$ cat src/logic/spritePkg.sv
package spritePkg;

	// --------------------------------------------------
	// sizes
	// --------------------------------------------------

	// four sprites, two index bits
	localparam int NUM_SPRITES = 4;
	localparam int SPR_IDX_W = 2;

	// sprites are at most 8x8, one 32-bit word per pixel
	localparam int MAX_DIM = 8;
	localparam int CACHE_WORDS = 64;
	localparam int CACHE_ADDR_W = 6;

	// raster counters
	localparam int HCNT_W = 12;
	localparam int VCNT_W = 12;

	// register word address width
	localparam int REG_ADDR_W = 5;

	// pixel in to pixel out, in vclk cycles
	localparam int PIXEL_LATENCY = 3;

	// --------------------------------------------------
	// register map, word addresses
	// --------------------------------------------------

	// per-sprite registers repeat at sprite*4 + offset
	// globals start at 16
	typedef enum logic [REG_ADDR_W-1:0] {
		POS     = 5'd0,
		SIZE    = 5'd1,
		SYSADDR = 5'd2,
		TC      = 5'd3,
		EN      = 5'd16,
		IE      = 5'd17,
		COLL    = 5'd18,
		DT_SET  = 5'd19,
		DT_CLR  = 5'd20
	} regAddr_e;

	// bus master sequencing
	typedef enum logic [1:0] {
		IDLE,
		REQ,
		WAIT_ACK,
		NEXT
	} dmaState_e;

	// --------------------------------------------------
	// shared structs
	// --------------------------------------------------

	// settings of one sprite
	typedef struct packed {
		logic [HCNT_W-1:0] hPos;
		logic [VCNT_W-1:0] vPos;
		logic [2:0]        widthM1;
		logic [2:0]        heightM1;
		logic [23:0]       sysAddr;
		logic [23:0]       tc;
	} spriteCfg_t;

	// column and row of the current pixel
	typedef struct packed {
		logic [HCNT_W-1:0] hCnt;
		logic [VCNT_W-1:0] vCnt;
	} rasterPos_t;

	// registered register port write
	typedef struct packed {
		logic                  stb;
		logic [REG_ADDR_W-1:0] adr;
		logic [31:0]           dat;
	} regWrite_t;

endpackage
$ cat src/logic/spriteScan.sv
`timescale 1ns/1ps

module spriteScan import spritePkg::*; (
	input  logic                                     vclk,
	input  logic                                     rst_i,
	input  logic                                     hsync_i,
	input  logic                                     vsync_i,
	input  spriteCfg_t [NUM_SPRITES-1:0]             cfg_i,
	output logic [NUM_SPRITES-1:0][CACHE_ADDR_W-1:0] rdAdr_o,
	output logic [NUM_SPRITES-1:0]                   spriteDe_o
);

	logic hsyncD;
	logic vsyncD;
	logic hEdge;
	logic vEdge;
	rasterPos_t pos;
	logic [NUM_SPRITES-1:0][HCNT_W-1:0] hOff;
	logic [NUM_SPRITES-1:0][VCNT_W-1:0] vOff;
	logic [NUM_SPRITES-1:0] inWindow;

	// --------------------------------------------------
	// raster reference
	// --------------------------------------------------

	// rising edges of the syncs
	assign hEdge = hsync_i & ~hsyncD;
	assign vEdge = vsync_i & ~vsyncD;

	// pos holds the position of the previous input cycle
	// the edge cycle itself is column 0
	always_ff @(posedge vclk) begin
		if (rst_i) begin
			hsyncD <= 1'b0;
			vsyncD <= 1'b0;
			pos <= '0;
		end else begin
			hsyncD <= hsync_i;
			vsyncD <= vsync_i;
			if (hEdge)
				pos.hCnt <= '0;
			else
				pos.hCnt <= pos.hCnt + 1'b1;
			// vsync wins over a coincident hsync
			if (vEdge)
				pos.vCnt <= '0;
			else if (hEdge)
				pos.vCnt <= pos.vCnt + 1'b1;
		end
	end

	// --------------------------------------------------
	// per-sprite window and cache address
	// --------------------------------------------------

	// offsets wrap, so anything left of or above the sprite
	// comes out large and fails the compare
	always_comb begin
		for (int i = 0; i < NUM_SPRITES; i++) begin
			hOff[i] = pos.hCnt - cfg_i[i].hPos;
			vOff[i] = pos.vCnt - cfg_i[i].vPos;
			inWindow[i] = (hOff[i] <= HCNT_W'(cfg_i[i].widthM1)) &&
				(vOff[i] <= VCNT_W'(cfg_i[i].heightM1));
			// address only matters inside the window
			rdAdr_o[i] = CACHE_ADDR_W'(vOff[i] * MAX_DIM + hOff[i]);
		end
	end

	// one stage to line up with the registered cache read
	always_ff @(posedge vclk) begin
		if (rst_i)
			spriteDe_o <= '0;
		else
			spriteDe_o <= inWindow;
	end

endmodule

$ cat config.mk
export PLATFORM = sky130hd
export DESIGN_NAME = spriteScan
export DESIGN_NICKNAME = d
export VERILOG_FILES = /design/src/logic/spritePkg.sv /design/src/logic/spriteScan.sv
export SDC_FILE = /design/constraint.sdc
export NUM_CORES = 1
export LEC_CHECK = 0
export ABC_AREA = 1
export ABC_CLOCK_PERIOD_IN_PS = 3450
export BUFFER_PORTS_ARGS = -buffer_cell sky130_fd_sc_hd__clkbuf_2
export CAP_MARGIN = 30
export CORE_AREA = 2 2 135 137
export DETAILED_ROUTE_END_ITERATION = 8
export DIE_AREA = 0 0 137 139
export GPL_TIMING_DRIVEN = 0
export PLACE_DENSITY = 0.79
export REMOVE_ABC_BUFFERS = 1
export SETUP_SLACK_MARGIN = 0.15
export SLEW_MARGIN = 20
export SYNTH_ARGS = -nofsm -noshare
export SYNTH_HDL_FRONTEND = slang
export SYNTH_SLANG_ARGS = --single-unit
$ cat constraint.sdc
create_clock -name vclk -period 3.45 [get_ports vclk]
set_input_delay 0.1725 -clock vclk [delete_from_list [all_inputs] [get_ports vclk]]
set_output_delay 0.1725 -clock vclk [all_outputs]
set_load 0.005 [all_outputs]
==> results of run 1 <==
[repair_timing]
item	4_1_cts	5_1_grt
endpoints found under the setup margin	3	4
pin swaps	0	2
gates resized for setup	2	6
[cell usage in the layout, fill, tap and decap left out, drive strengths merged, types with 10 or more instances in the layout]
cell,instances
a21oi,67
clkbuf,158
dfxtp,30
fa,12
ha,118
inv,322
nand2,433
nand3,91
nand3b,21
nand4,18
nor2,114
nor3,14
o21ai,30
o21bai,10
xnor2,20
xor2,12
[registers in the layout (all words and copies together) (netlist names)]
signal and cells:
hsyncD 1, spriteDe_o 4, vsyncD 1, pos 24
[metal layers]
layer  track usage (%)  wire (µm)  vias up
met5                 0          0        -
met4              7.00        720        0
met3              2.74       1340       44
met2              35.5       9180      240
met1              31.4      10300     3582
li1                  -          -     4425
[power by group through the flow]
stage / Combinational, W / Sequential [W] / Clock (W)
after CTS: 0.000848 / 0.000358 / 0.000460
after global placement: 0.000822 / 0.000365 / 0
final: 0.000844 / 0.000358 / 0.000458
after detailed placement: 0.000841 / 0.000365 / 0
after global routing: 0.000963 / 0.000359 / 0.000470
after floorplan: 0.000530 / 0.000363 / 0
[metrics by stage]
stage	instances	instance area, µm²	power (W)	hold slack, ns
finish	1717	8690	0.00166	0.144
global route	1717	8690	0.00179	0.159
CTS	1717	8670	0.00167	0.146
detailed placement	1709	8520	0.00121	0.430
global placement	1709	8520	0.00119	0.429
floorplan	1329	7470	0.000893	0.245
[cells by family (layout without fill, tap and decap cells)]
| kind of cell | after synthesis | in the layout | share of synthesized area [%] |
|---|---|---|---|
| compound gates | 113 | 113 | 8.22 |
| flops | 30 | 30 | 8.02 |
| simple gates | 701 | 701 | 40.7 |
| fa+ha+maj | 130 | 130 | 22.9 |
| xor+xnor | 32 | 32 | 3.74 |
| buf+inv | 326 | 482 | 16.4 |
[path summary, 6_finish.rpt]
kind | start | to | slack [ns]
max | pos[1] | rdAdr_o[11] | 0.29
min reg2reg | pos[12] | pos[12] | 0.47
max reg2reg | pos[1] | spriteDe_o[3] | 0.37
min | rst_i | hsyncD | 0.14
[cell type report]
cell class                 instances  area, µm²
clock buffer                       7        143
clock inverter                     1       5.00
fill                            1893       8970
inverter                         323       1220
multi-input combinational        976       5680
sequential                        30        607
tap                              229        287
timing repair buffer             151        756
==> report_table.html, run 1 <==
<table>
<tr><th>Metric</th><th>Value</th></tr>
<tr><th colspan="2">Run status</th></tr>
<tr><td>Result of the run</td><td>finished clean</td></tr>
<tr><th colspan="2">STA</th></tr>
<tr><td>Number of hold-slack violations in the final timing report</td><td>0</td></tr>
<tr><td>Setup violation total in the final timing report</td><td>0</td></tr>
<tr><td>Max_slew headroom</td><td>around three fifths</td></tr>
<tr><td>Slew at the pin closest to its max-slew limit</td><td>0.612 ns</td></tr>
<tr><td>RSZ-0062 raised after global routing</td><td>no</td></tr>
<tr><td>Achievable Freq</td><td>~0.32 GHz</td></tr>
<tr><td>Number of pins with negative max-slew slack in the final report</td><td>0</td></tr>
<tr><td>Worst setup margin</td><td>0.293 ns</td></tr>
<tr><td>Post-route fraction of the period consumed by the critical path</td><td>91.5%</td></tr>
<tr><td>Setup TNS</td><td>0 ns</td></tr>
<tr><td>Min cycle time layout</td><td>3.16 ns</td></tr>
<tr><td>Worst clock skew</td><td>0.00811 ns</td></tr>
<tr><th colspan="2">GRT</th></tr>
<tr><td>Sum of overflow across all layers after global routing</td><td>0</td></tr>
<tr><td>Vias in the first global route</td><td>roughly 7400</td></tr>
<tr><td>Pin count of the biggest net entering global routing</td><td>10</td></tr>
<tr><td>Wire length of the first global-routing pass</td><td>34.2 mm</td></tr>
<tr><td>Number of antenna violations at the first check in global routing</td><td>0</td></tr>
<tr><td>GR Util All Layers</td><td>22.4%</td></tr>
<tr><th colspan="2">Die</th></tr>
<tr><td>Die height</td><td>139 µm</td></tr>
<tr><td>Top-level port count</td><td>between 300 and 400</td></tr>
<tr><td>Initial core utilization</td><td>42.4%</td></tr>
<tr><td>Die outline area</td><td>19000 µm²</td></tr>
<tr><td>CORE AREA</td><td>17700 µm²</td></tr>
<tr><td>Width of the die</td><td>137 µm</td></tr>
<tr><td>Row count</td><td>49</td></tr>
<tr><th colspan="2">Clock tree</th></tr>
<tr><td>Clock latency on the worst-skew pair</td><td>0.28 ns</td></tr>
<tr><td># hold bufs at CTS</td><td>0</td></tr>
<tr><td>Maximum buffer depth of the clock tree</td><td>2</td></tr>
<tr><td>Clock tree from TritonCTS</td><td>yes</td></tr>
<tr><td>Root buffer cell</td><td>sky130_fd_sc_hd__clkbuf_16</td></tr>
<tr><td>Post-CTS clock slew at the launch and capture registers of the worst setup and hold paths</td><td>0.05 ns</td></tr>
<tr><td>Clock net sink count</td><td>30</td></tr>
<tr><td>Total CTS buffers</td><td>5</td></tr>
<tr><td>H-Tree Depth</td><td>2</td></tr>
<tr><td>Setup fix buffers added after clock tree synthesis</td><td>0</td></tr>
<tr><th colspan="2">Hold path</th></tr>
<tr><td>Worst Hold Path Cells</td><td>2</td></tr>
<tr><td>Hold Crit Class</td><td>input pin to flip-flop</td></tr>
<tr><th colspan="2">Final layout</th></tr>
<tr><td>Post-synthesis to final-layout area growth</td><td>16.0%</td></tr>
<tr><td>Layout cells sized above 1</td><td>14.2%</td></tr>
<tr><td>Nets@finish</td><td>1933</td></tr>
<tr><td>Utilization of the core after routing</td><td>49.2%</td></tr>
<tr><td>Diodes inserted</td><td>0</td></tr>
<tr><th colspan="2">Logic synthesis</th></tr>
<tr><td>Register bit count reported by yosys</td><td>30</td></tr>
<tr><td>Average footprint of a synthesized cell</td><td>5.62 µm²</td></tr>
<tr><td>Most used standard cell by instance count after synthesis</td><td>sky130_fd_sc_hd__nand2_1</td></tr>
<tr><td>Cell count after synthesis</td><td>1332</td></tr>
<tr><td>Count of flip-flops with a built-in enable after synthesis</td><td>0</td></tr>
<tr><td>Post-synth design cell area</td><td>7490 µm²</td></tr>
<tr><td>Top cells by area, synth</td><td>sky130_fd_sc_hd__nand2_1, sky130_fd_sc_hd__ha_1, sky130_fd_sc_hd__inv_1</td></tr>
<tr><td>Most frequently used flop master after synthesis</td><td>sky130_fd_sc_hd__dfxtp_1</td></tr>
<tr><td>Number of warnings reported in the yosys synthesis log</td><td>0</td></tr>
<tr><td>Share of Yosys cell area claimed by the top area cell type</td><td>20.6%</td></tr>
<tr><td>Async S/R FF share, synth</td><td>0%</td></tr>
<tr><td>Top cells by instance count after synthesis</td><td>sky130_fd_sc_hd__nand2_1, sky130_fd_sc_hd__inv_1, sky130_fd_sc_hd__ha_1, sky130_fd_sc_hd__nor2_1, sky130_fd_sc_hd__nand3_1</td></tr>
<tr><td>Largest area contributor in the netlist</td><td>sky130_fd_sc_hd__nand2_1</td></tr>
<tr><td>Sequential element share of the synthesized area</td><td>8.02%</td></tr>
<tr><td>Distinct cells, synth</td><td>37</td></tr>
<tr><th colspan="2">Drt</th></tr>
<tr><td>Number of nets still failing antenna checks after routing</td><td>0</td></tr>
<tr><td>Initial detailed-routing violation count</td><td>between 400 and 500</td></tr>
<tr><td>Vias</td><td>8291</td></tr>
<tr><td>Number of detailed-routing iterations run before antenna repair</td><td>4</td></tr>
<tr><td>Average wire per standard cell</td><td>12.6 µm</td></tr>
<tr><td>DRC Markers</td><td>0</td></tr>
<tr><td>Final WL</td><td>21.6 mm</td></tr>
<tr><td>Via density per instance</td><td>4.83</td></tr>
<tr><th colspan="2">Setup path</th></tr>
<tr><td>Start-to-end type of the worst setup path</td><td>flip-flop to output pin</td></tr>
<tr><td>Crit path largest cell delay</td><td>~0.59 ns</td></tr>
<tr><td>Data required time at the worst endpoint</td><td>3.28 ns</td></tr>
<tr><td>Cell class contributing the biggest share of worst-path delay</td><td>adder cells</td></tr>
<tr><td>Depth of the most critical reg-to-reg path</td><td>15</td></tr>
<tr><td>Highest fanout seen on the critical path</td><td>6</td></tr>
<tr><td>Library cell appearing most often on the critical path</td><td>sky130_fd_sc_hd__inv_1</td></tr>
<tr><td>Crit path arrival time</td><td>2.98 ns</td></tr>
<tr><td>Kind of end point of the critical path</td><td>output pin</td></tr>
<tr><td>Crit path buffers/inverters</td><td>4</td></tr>
<tr><td>Crit-path cells</td><td>inv_1 -&gt; fa_1 -&gt; inv_1 -&gt; fa_1 -&gt; xnor2_1 -&gt; xor2_1 -&gt; inv_1 -&gt; clkbuf_2</td></tr>
<tr><td>Crit path max-delay cell type</td><td>sky130_fd_sc_hd__fa_1</td></tr>
<tr><td>Launching element type of the critical path</td><td>flip-flop</td></tr>
<tr><td>Critical path depth</td><td>8</td></tr>
<tr><th colspan="2">Pwr</th></tr>
<tr><td>Total power divided by cell area</td><td>191 nW/µm²</td></tr>
<tr><td>Clk network pwr share</td><td>27.6%</td></tr>
<tr><td>Int Pwr</td><td>0.000987 W</td></tr>
<tr><td>Switch share</td><td>40.6%</td></tr>
<tr><td>Register share of total power</td><td>21.6%</td></tr>
<tr><td>Part of the total power dissipated in combinational logic</td><td>50.8%</td></tr>
<tr><td>Leakage power</td><td>around 5.5 nW</td></tr>
<tr><td>Net switching power figure</td><td>0.000674 W</td></tr>
<tr><td>Worst vdd rail ir drop</td><td>around 0.32 mV</td></tr>
<tr><th colspan="2">Placement</th></tr>
<tr><td>Placed wire-length estimate after detailed placement</td><td>18.5 mm</td></tr>
<tr><td>IO Port Bufs</td><td>151</td></tr>
<tr><td>Setup Slack @ Placement</td><td>0.310 ns</td></tr>
<tr><td>Routability Congestion</td><td>roughly 0.93</td></tr>
<tr><th colspan="2">Run</th></tr>
<tr><td>Total of max-cap violations</td><td>0</td></tr>
</table>
Power figures use the tool's default switching activity.
==> inputs of run 2 (changes only) <==
==> constraint.sdc (replaced) <==
create_clock -name vclk -period 3.45 [get_ports vclk]
set_input_delay 0.1725 -clock vclk [delete_from_list [all_inputs] [get_ports vclk]]
set_output_delay 0.1725 -clock vclk [all_outputs]
set_load 0.02 [all_outputs]
==> report_table.html, run 2 (synthesis results as in run 1) <==
<table>
<tr><th>Metric</th><th>Value</th></tr>
<tr><th colspan="2">Run status</th></tr>
<tr><td>Result of the run</td><td>finished clean (unchanged)</td></tr>
<tr><th colspan="2">Final layout</th></tr>
<tr><td>Utilization of the core after routing</td><td>49.2% (about the same)</td></tr>
<tr><td>Nets@finish</td><td>1933 (unchanged)</td></tr>
<tr><td>Final cell count without fillers</td><td>1717 (unchanged)</td></tr>
<tr><td>Layout fillers</td><td>1893 (unchanged)</td></tr>
<tr><td>Register containing the most flip-flops in the final layout</td><td>pos (unchanged)</td></tr>
<tr><td>Most common cell after layout, fill and taps aside</td><td>sky130_fd_sc_hd__nand2_1 (unchanged)</td></tr>
<tr><td>Commonest non-fill, non-tap cells in the layout</td><td>sky130_fd_sc_hd__nand2_1, sky130_fd_sc_hd__inv_1, sky130_fd_sc_hd__clkbuf_2, sky130_fd_sc_hd__ha_1, sky130_fd_sc_hd__nor2_1 (unchanged)</td></tr>
<tr><td>Max reg flops</td><td>24 (unchanged)</td></tr>
<tr><td>Layout cells sized above 1</td><td>14.3% (was 14.2%)</td></tr>
<tr><td>Post-synthesis to final-layout area growth</td><td>16.1% (was 16.0%)</td></tr>
<tr><td>Leading registers by flop count</td><td>pos: 24 flops, spriteDe_o: 4 flops (unchanged)</td></tr>
<tr><td>Diodes inserted</td><td>0 (unchanged)</td></tr>
<tr><th colspan="2">Drt</th></tr>
<tr><td>Number of detailed-routing iterations run before antenna repair</td><td>7 (was 4)</td></tr>
<tr><td>Number of nets still failing antenna checks after routing</td><td>0 (unchanged)</td></tr>
<tr><td>Final WL</td><td>21.6 mm (about the same)</td></tr>
<tr><td>Initial detailed-routing violation count</td><td>498 (was 463)</td></tr>
<tr><td>Via density per instance</td><td>4.84 (was 4.83)</td></tr>
<tr><td>DRC Markers</td><td>0 (unchanged)</td></tr>
<tr><td>Vias</td><td>8308 (was 8291)</td></tr>
<tr><td>Average wire per standard cell</td><td>12.6 µm (about the same)</td></tr>
<tr><th colspan="2">Placement</th></tr>
<tr><td>Number of cells after detailed placement</td><td>1709 (unchanged)</td></tr>
<tr><td>IO Port Bufs</td><td>151 (unchanged)</td></tr>
<tr><td>Placed wire-length estimate after detailed placement</td><td>18.5 mm (unchanged)</td></tr>
<tr><td>Routability Congestion</td><td>0.933 (unchanged)</td></tr>
<tr><td>Setup Slack @ Placement</td><td>0.254 ns (was 0.310 ns)</td></tr>
<tr><th colspan="2">Hold path</th></tr>
<tr><td>Worst Hold Path Cells</td><td>2 (unchanged)</td></tr>
<tr><td>Hold Crit Class</td><td>input pin to flip-flop (unchanged)</td></tr>
<tr><td>Hold endpoint</td><td>hsyncD (unchanged)</td></tr>
<tr><td>Hold Path Origin</td><td>rst_i (unchanged)</td></tr>
<tr><th colspan="2">Setup path</th></tr>
<tr><td>Highest fanout seen on the critical path</td><td>6 (unchanged)</td></tr>
<tr><td>Depth of the most critical reg-to-reg path</td><td>15 (unchanged)</td></tr>
<tr><td>Kind of end point of the critical path</td><td>output pin (unchanged)</td></tr>
<tr><td>Crit path max-delay cell type</td><td>sky130_fd_sc_hd__fa_1 (unchanged)</td></tr>
<tr><td>Flop2flop setup slack</td><td>0.36 ns (was 0.37 ns)</td></tr>
<tr><td>Data required time at the worst endpoint</td><td>3.28 ns (about the same)</td></tr>
<tr><td>Start-to-end type of the worst setup path</td><td>flip-flop to output pin (unchanged)</td></tr>
<tr><td>Cell class contributing the biggest share of worst-path delay</td><td>adder cells (unchanged)</td></tr>
<tr><td>Crit path arrival time</td><td>3.03 ns (was 2.98 ns)</td></tr>
<tr><td>Library cell appearing most often on the critical path</td><td>sky130_fd_sc_hd__inv_1 (unchanged)</td></tr>
<tr><td>Crit-path cells</td><td>inv_1 -&gt; fa_1 -&gt; inv_1 -&gt; fa_1 -&gt; xnor2_1 -&gt; xor2_1 -&gt; inv_1 -&gt; clkbuf_2 (unchanged)</td></tr>
<tr><td>Crit path largest cell delay</td><td>0.60 ns (was 0.59 ns)</td></tr>
<tr><td>Worst reg2reg path startpoint</td><td>pos[1] (unchanged)</td></tr>
<tr><td>Launching element type of the critical path</td><td>flip-flop (unchanged)</td></tr>
<tr><td>Crit path buffers/inverters</td><td>4 (unchanged)</td></tr>
<tr><td>Critical path depth</td><td>8 (unchanged)</td></tr>
<tr><td>Reg-to-reg endpoint</td><td>spriteDe_o[3] (unchanged)</td></tr>
<tr><th colspan="2">Clock tree</th></tr>
<tr><td>Total CTS buffers</td><td>5 (unchanged)</td></tr>
<tr><td>Post-CTS clock slew at the launch and capture registers of the worst setup and hold paths</td><td>0.05 ns (about the same)</td></tr>
<tr><td>Clock tree from TritonCTS</td><td>yes (unchanged)</td></tr>
<tr><td>Clock latency on the worst-skew pair</td><td>0.28 ns (about the same)</td></tr>
<tr><td>Root buffer cell</td><td>sky130_fd_sc_hd__clkbuf_16 (unchanged)</td></tr>
<tr><td># hold bufs at CTS</td><td>0 (unchanged)</td></tr>
<tr><td>Maximum buffer depth of the clock tree</td><td>2 (unchanged)</td></tr>
<tr><td>H-Tree Depth</td><td>2 (unchanged)</td></tr>
<tr><td>Clock net sink count</td><td>30 (unchanged)</td></tr>
<tr><th colspan="2">STA</th></tr>
<tr><td>Slew at the pin closest to its max-slew limit</td><td>0.607 ns (was 0.612 ns)</td></tr>
<tr><td>Achievable Freq</td><td>0.312 GHz (was 0.317 GHz)</td></tr>
<tr><td>Number of pins with negative max-slew slack in the final report</td><td>0 (unchanged)</td></tr>
<tr><td>Min cycle time layout</td><td>3.21 ns (was 3.16 ns)</td></tr>
<tr><td>Worst clock skew</td><td>0.00745 ns (was 0.00811 ns)</td></tr>
<tr><td>Minimum hold slack</td><td>0.139 ns (was 0.144 ns)</td></tr>
<tr><td>Max_slew headroom</td><td>59.1% (was 58.8%)</td></tr>
<tr><td>Worst setup margin</td><td>0.244 ns (was 0.293 ns)</td></tr>
<tr><td>Number of hold-slack violations in the final timing report</td><td>0 (unchanged)</td></tr>
<tr><td>Setup TNS</td><td>0 ns (unchanged)</td></tr>
<tr><td>Setup violation total in the final timing report</td><td>0 (unchanged)</td></tr>
<tr><td>RSZ-0062 raised after global routing</td><td>yes (was no)</td></tr>
<tr><td>Post-route fraction of the period consumed by the critical path</td><td>92.9% (was 91.5%)</td></tr>
<tr><th colspan="2">Run</th></tr>
<tr><td>Total of max-cap violations</td><td>0 (unchanged)</td></tr>
<tr><th colspan="2">Die</th></tr>
<tr><td>Width of the die</td><td>137 µm (unchanged)</td></tr>
<tr><td>Initial core utilization</td><td>42.4% (unchanged)</td></tr>
<tr><td>Row count</td><td>49 (unchanged)</td></tr>
<tr><td>Top-level port count</td><td>344 (unchanged)</td></tr>
<tr><td>Die height</td><td>139 µm (unchanged)</td></tr>
<tr><td>CORE AREA</td><td>17700 µm² (unchanged)</td></tr>
<tr><td>Die outline area</td><td>19000 µm² (unchanged)</td></tr>
<tr><th colspan="2">Pwr</th></tr>
<tr><td>Total power divided by cell area</td><td>201 nW/µm² (was 191 nW/µm²)</td></tr>
<tr><td>Leakage power</td><td>5.53 nW (about the same)</td></tr>
<tr><td>Worst vdd rail ir drop</td><td>0.325 mV (was 0.324 mV)</td></tr>
<tr><th colspan="2">GRT</th></tr>
<tr><td>Vias in the first global route</td><td>7410 (was 7408)</td></tr>
<tr><td>Wire length of the first global-routing pass</td><td>34.2 mm (unchanged)</td></tr>
<tr><td>GR Util All Layers</td><td>22.4% (unchanged)</td></tr>
<tr><td>Sum of overflow across all layers after global routing</td><td>0 (unchanged)</td></tr>
<tr><td>Pin count of the biggest net entering global routing</td><td>10 (unchanged)</td></tr>
<tr><td>Number of antenna violations at the first check in global routing</td><td>0 (unchanged)</td></tr>
</table>
==> run 2: cell count changes in the layout (fill, tap and decap cells not counted) <==
cell	previous run	this run
sky130_fd_sc_hd__fa_1	12	10
sky130_fd_sc_hd__fa_2	0	2
==> run 2: timing repair <==
item	4_1_cts	5_1_grt
buffers inserted	0	0
setup endpoints to repair	4	4
pin swaps	1	0
gates resized for setup	3	7
==> run 2: final cells by class <==
type,count,area [µm²],area share [%]
Clock buffer,7,143,1.64
Clock inverter,1,5.00,0.0576
Inverter,323,1220,14.0
Multi-Input combinational cell,976,5680,65.3
Sequential cell,30,607,6.98
Tap cell,229,287,3.30
Timing Repair Buffer,151,756,8.69
==> run 2: how the worst max path moves through the flow <==
stage	start	to	slack (ns)
CTS	pos[13]	rdAdr_o[23]	0.20
global placement	pos[13]	rdAdr_o[17]	0.30
floorplan	pos[12]	spriteDe_o[0]	0.83
finish	pos[1]	rdAdr_o[11]	0.24
detailed placement	pos[13]	rdAdr_o[17]	0.25
global route	pos[1]	rdAdr_o[11]	0.13
==> run 2: worst register-to-register path, cell delays in order (launching register included) <==
cell and delay, ns:
sky130_fd_sc_hd__dfxtp_1 0.54, sky130_fd_sc_hd__inv_1 0.35, sky130_fd_sc_hd__fa_1 0.53, sky130_fd_sc_hd__xnor2_1 0.33, sky130_fd_sc_hd__ha_1 0.33, sky130_fd_sc_hd__a21oi_1 0.13
sky130_fd_sc_hd__nand2_1 0.06, sky130_fd_sc_hd__nand2_1 0.07, sky130_fd_sc_hd__nand2_1 0.05, sky130_fd_sc_hd__nor2_1 0.10, sky130_fd_sc_hd__nand2_1 0.06, sky130_fd_sc_hd__nor2_1 0.08
sky130_fd_sc_hd__nand3_1 0.07, sky130_fd_sc_hd__nor2_1 0.14, sky130_fd_sc_hd__nand2_1 0.09, sky130_fd_sc_hd__nor2_1 0.12
==> run 2: metrics by stage <==
step / instance area, µm² / power [W]
after floorplan: 7470 / 0.000987
final: 8690 / 0.00175
after CTS: 8670 / 0.00175
after global placement: 8520 / 0.00127
after detailed placement: 8520 / 0.00129
after global routing: 8690 / 0.00188
==> run 2: report_power, final <==
part | internal [W] | switching [W]
Clock | 0.000286 | 0.000171
Combinational | 0.000351 | 0.000578
Sequential | 0.000351 | 0.00000744
==> run 2: per-layer routing <==
metal	vias to the layer above	part of all wire (%)	track usage, %
li1	4427	-	-
met1	3579	47	31.4
met2	260	43	35.5
met3	42	6.7	2.74
met4	0	3.3	7.00
met5	-	0	0
==> inputs of run 3 (changes only) <==
CORE_AREA = 2 2 133 135   (was 2 2 135 137)
CTS_BUF_LIST = sky130_fd_sc_hd__clkbuf_8   (was unset)
DIE_AREA = 0 0 135 137   (was 0 0 137 139)
PLACE_DENSITY = 0.81   (was 0.79)
==> report_table.html, run 3 (synthesis results as in run 1) <==
<table>
<tr><th>Metric</th><th>Value</th></tr>
<tr><th colspan="2">Clock tree</th></tr>
<tr><td># hold bufs at CTS</td><td>0 (unchanged)</td></tr>
<tr><td>Root buffer cell</td><td>sky130_fd_sc_hd__clkbuf_8 (was sky130_fd_sc_hd__clkbuf_16)</td></tr>
<tr><td>Total CTS buffers</td><td>5 (unchanged)</td></tr>
<tr><td>H-Tree Depth</td><td>2 (unchanged)</td></tr>
<tr><td>Clock latency on the worst-skew pair</td><td>0.30 ns (was 0.28 ns)</td></tr>
<tr><td>Clock net sink count</td><td>30 (unchanged)</td></tr>
<tr><td>Clock tree from TritonCTS</td><td>yes (unchanged)</td></tr>
<tr><td>Maximum buffer depth of the clock tree</td><td>2 (unchanged)</td></tr>
<tr><td>Post-CTS clock slew at the launch and capture registers of the worst setup and hold paths</td><td>0.07 ns (was 0.05 ns)</td></tr>
<tr><th colspan="2">Drt</th></tr>
<tr><td>Average wire per standard cell</td><td>12.6 µm (about the same)</td></tr>
<tr><td>Via density per instance</td><td>4.87 (was 4.84)</td></tr>
<tr><td>Number of nets still failing antenna checks after routing</td><td>0 (unchanged)</td></tr>
<tr><td>Vias</td><td>8379 (was 8308)</td></tr>
<tr><td>Initial detailed-routing violation count</td><td>467 (was 498)</td></tr>
<tr><td>Number of detailed-routing iterations run before antenna repair</td><td>5 (was 7)</td></tr>
<tr><td>Final WL</td><td>21.7 mm (was 21.6 mm)</td></tr>
<tr><td>DRC Markers</td><td>0 (unchanged)</td></tr>
<tr><th colspan="2">Pwr</th></tr>
<tr><td>Leakage power</td><td>5.55 nW (was 5.53 nW)</td></tr>
<tr><td>Register share of total power</td><td>22.0% (was 20.5%)</td></tr>
<tr><td>Part of the total power dissipated in combinational logic</td><td>58.7% (was 53.2%)</td></tr>
<tr><td>Net switching power figure</td><td>0.000755 W (was 0.000756 W)</td></tr>
<tr><td>Switch share</td><td>46.3% (was 43.3%)</td></tr>
<tr><td>Worst vdd rail ir drop</td><td>0.152 mV (was 0.325 mV)</td></tr>
<tr><td>Int Pwr</td><td>0.000875 W (was 0.000989 W)</td></tr>
<tr><td>Clk network pwr share</td><td>19.3% (was 26.2%)</td></tr>
<tr><td>Total power divided by cell area</td><td>187 nW/µm² (was 201 nW/µm²)</td></tr>
<tr><th colspan="2">STA</th></tr>
<tr><td>Setup TNS</td><td>0 ns (unchanged)</td></tr>
<tr><td>Number of hold-slack violations in the final timing report</td><td>0 (unchanged)</td></tr>
<tr><td>Min cycle time layout</td><td>3.19 ns (was 3.21 ns)</td></tr>
<tr><td>Number of pins with negative max-slew slack in the final report</td><td>0 (unchanged)</td></tr>
<tr><td>Worst clock skew</td><td>0.0117 ns (was 0.00745 ns)</td></tr>
<tr><td>Post-route fraction of the period consumed by the critical path</td><td>92.5% (was 92.9%)</td></tr>
<tr><td>Setup violation total in the final timing report</td><td>0 (unchanged)</td></tr>
<tr><td>RSZ-0062 raised after global routing</td><td>yes (unchanged)</td></tr>
<tr><td>Achievable Freq</td><td>0.313 GHz (was 0.312 GHz)</td></tr>
<tr><td>Slew at the pin closest to its max-slew limit</td><td>0.710 ns (was 0.607 ns)</td></tr>
<tr><td>Max_slew headroom</td><td>52.2% (was 59.1%)</td></tr>
<tr><th colspan="2">Die</th></tr>
<tr><td>Initial core utilization</td><td>43.9% (was 42.4%)</td></tr>
<tr><td>Width of the die</td><td>135 µm (was 137 µm)</td></tr>
<tr><td>Die outline area</td><td>18500 µm² (was 19000 µm²)</td></tr>
<tr><td>Row count</td><td>48 (was 49)</td></tr>
<tr><td>Die height</td><td>137 µm (was 139 µm)</td></tr>
<tr><td>CORE AREA</td><td>17100 µm² (was 17700 µm²)</td></tr>
<tr><td>Top-level port count</td><td>344 (unchanged)</td></tr>
<tr><th colspan="2">Setup path</th></tr>
<tr><td>Kind of end point of the critical path</td><td>output pin (unchanged)</td></tr>
<tr><td>Highest fanout seen on the critical path</td><td>7 (was 6)</td></tr>
<tr><td>Launching element type of the critical path</td><td>flip-flop (unchanged)</td></tr>
<tr><td>Start-to-end type of the worst setup path</td><td>flip-flop to output pin (unchanged)</td></tr>
<tr><td>Crit path arrival time</td><td>3.02 ns (was 3.03 ns)</td></tr>
<tr><td>Data required time at the worst endpoint</td><td>3.28 ns (about the same)</td></tr>
<tr><th colspan="2">Run</th></tr>
<tr><td>Total of max-cap violations</td><td>0 (unchanged)</td></tr>
<tr><th colspan="2">GRT</th></tr>
<tr><td>Wire length of the first global-routing pass</td><td>34.1 mm (was 34.2 mm)</td></tr>
<tr><td>Pin count of the biggest net entering global routing</td><td>10 (unchanged)</td></tr>
<tr><td>GR Util All Layers</td><td>23.2% (was 22.4%)</td></tr>
<tr><td>Sum of overflow across all layers after global routing</td><td>0 (unchanged)</td></tr>
<tr><td>Vias in the first global route</td><td>7374 (was 7410)</td></tr>
<tr><td>Number of antenna violations at the first check in global routing</td><td>0 (unchanged)</td></tr>
<tr><th colspan="2">Hold path</th></tr>
<tr><td>Hold Crit Class</td><td>input pin to flip-flop (unchanged)</td></tr>
<tr><th colspan="2">Run status</th></tr>
<tr><td>Result of the run</td><td>finished clean (unchanged)</td></tr>
<tr><th colspan="2">Final layout</th></tr>
<tr><td>Nets@finish</td><td>1939 (was 1933)</td></tr>
<tr><td>Most common cell after layout, fill and taps aside</td><td>sky130_fd_sc_hd__nand2_1 (unchanged)</td></tr>
<tr><td>Max reg flops</td><td>24 (unchanged)</td></tr>
<tr><td>Commonest non-fill, non-tap cells in the layout</td><td>sky130_fd_sc_hd__nand2_1, sky130_fd_sc_hd__inv_1, sky130_fd_sc_hd__clkbuf_2, sky130_fd_sc_hd__ha_1, sky130_fd_sc_hd__nor2_1 (unchanged)</td></tr>
<tr><td>Diodes inserted</td><td>0 (unchanged)</td></tr>
<tr><td>Leading registers by flop count</td><td>pos: 24 flops, spriteDe_o: 4 flops (unchanged)</td></tr>
<tr><td>Post-synthesis to final-layout area growth</td><td>16.4% (was 16.1%)</td></tr>
<tr><td>Utilization of the core after routing</td><td>51.1% (was 49.2%)</td></tr>
<tr><td>Layout fillers</td><td>1831 (was 1893)</td></tr>
<tr><td>Layout cells sized above 1</td><td>15.1% (was 14.3%)</td></tr>
<tr><td>Register containing the most flip-flops in the final layout</td><td>pos (unchanged)</td></tr>
<tr><th colspan="2">Placement</th></tr>
<tr><td>IO Port Bufs</td><td>151 (unchanged)</td></tr>
<tr><td>Routability Congestion</td><td>0.912 (was 0.933)</td></tr>
<tr><td>Placed wire-length estimate after detailed placement</td><td>18.5 mm (about the same)</td></tr>
</table>
-- run 3: cell types whose count changed in the layout (fill, tap and decap cells not counted), sizes merged --
cell and delta:
clkbuf -1, buf +6, clkinvlp +1
-- run 3: per-layer routing --
layer / track usage, % / part of all wire, % / up-vias
met4: 5.90 / 2.2 / 0
met3: 2.19 / 7.2 / 30
met5: 0 / 0 / -
met1: 32.6 / 47 / 3626
met2: 38.2 / 43 / 290
li1: - / - / 4433
-- run 3: layout make-up --
type                            count  area [µm²]  area share, %
Clock inverter                      2        8.76          0.100
Clock buffer                        6        82.6          0.947
Inverter                          323        1220           14.0
Tap cell                          225         282           3.23
Sequential cell                    30         607           6.96
Multi-Input combinational cell    976        5720           65.6
Timing Repair Buffer              157         801           9.18
-- run 3: power groups by stage --
stage / Combinational [W] / Sequential [W] / Clock, W
floorplan: 0.000625 / 0.000363 / 0
global placement: 0.000904 / 0.000365 / 0
detailed placement: 0.000921 / 0.000365 / 0
CTS: 0.000934 / 0.000358 / 0.000315
global route: 0.00107 / 0.000359 / 0.000330
finish: 0.000957 / 0.000358 / 0.000314
-- run 3: through the flow --
step                setup WS [ns]  total power (W)  std cells  cell area [µm²]  hold slack, ns
floorplan                   0.832         0.000987       1329             7470           0.245
global placement            0.318          0.00127       1705             8510           0.403
detailed placement          0.270          0.00129       1705             8510           0.412
CTS                         0.188          0.00161       1716             8650           0.112
global route               0.0970          0.00176       1719             8720           0.128
finish                      0.259          0.00163       1719             8720           0.105
-- run 3: timing repair --
action,4_1_cts,5_1_grt
pin swaps,1,5
cloned,0,0
setup endpoints to repair,4,5
buffers inserted,3,3
gates resized for setup,5,11
-- run 3: path summary, 6_finish.rpt --
check	from	end	slack, ns	cells after the start
hold reg to reg	pos[12]	pos[12]	0.46	1
setup / recovery	pos[13]	rdAdr_o[5]	0.26	12
setup reg to reg	pos[1]	spriteDe_o[2]	0.43	15
hold / removal	hsync_i	hsyncD	0.11	3
-- run 3: worst max-delay path, cell delays in order, from the launching register on --
cell and delay [ns]:
sky130_fd_sc_hd__dfxtp_4 0.43, sky130_fd_sc_hd__clkinvlp_4 0.12, sky130_fd_sc_hd__buf_4 0.17, sky130_fd_sc_hd__fa_1 0.43, sky130_fd_sc_hd__inv_1 0.10, sky130_fd_sc_hd__nand3_1 0.09, sky130_fd_sc_hd__nand3_1 0.09, sky130_fd_sc_hd__nand2_1 0.17
sky130_fd_sc_hd__fa_2 0.43, sky130_fd_sc_hd__xor2_2 0.20, sky130_fd_sc_hd__xor2_2 0.29, sky130_fd_sc_hd__inv_1 0.07, sky130_fd_sc_hd__clkbuf_2 0.16
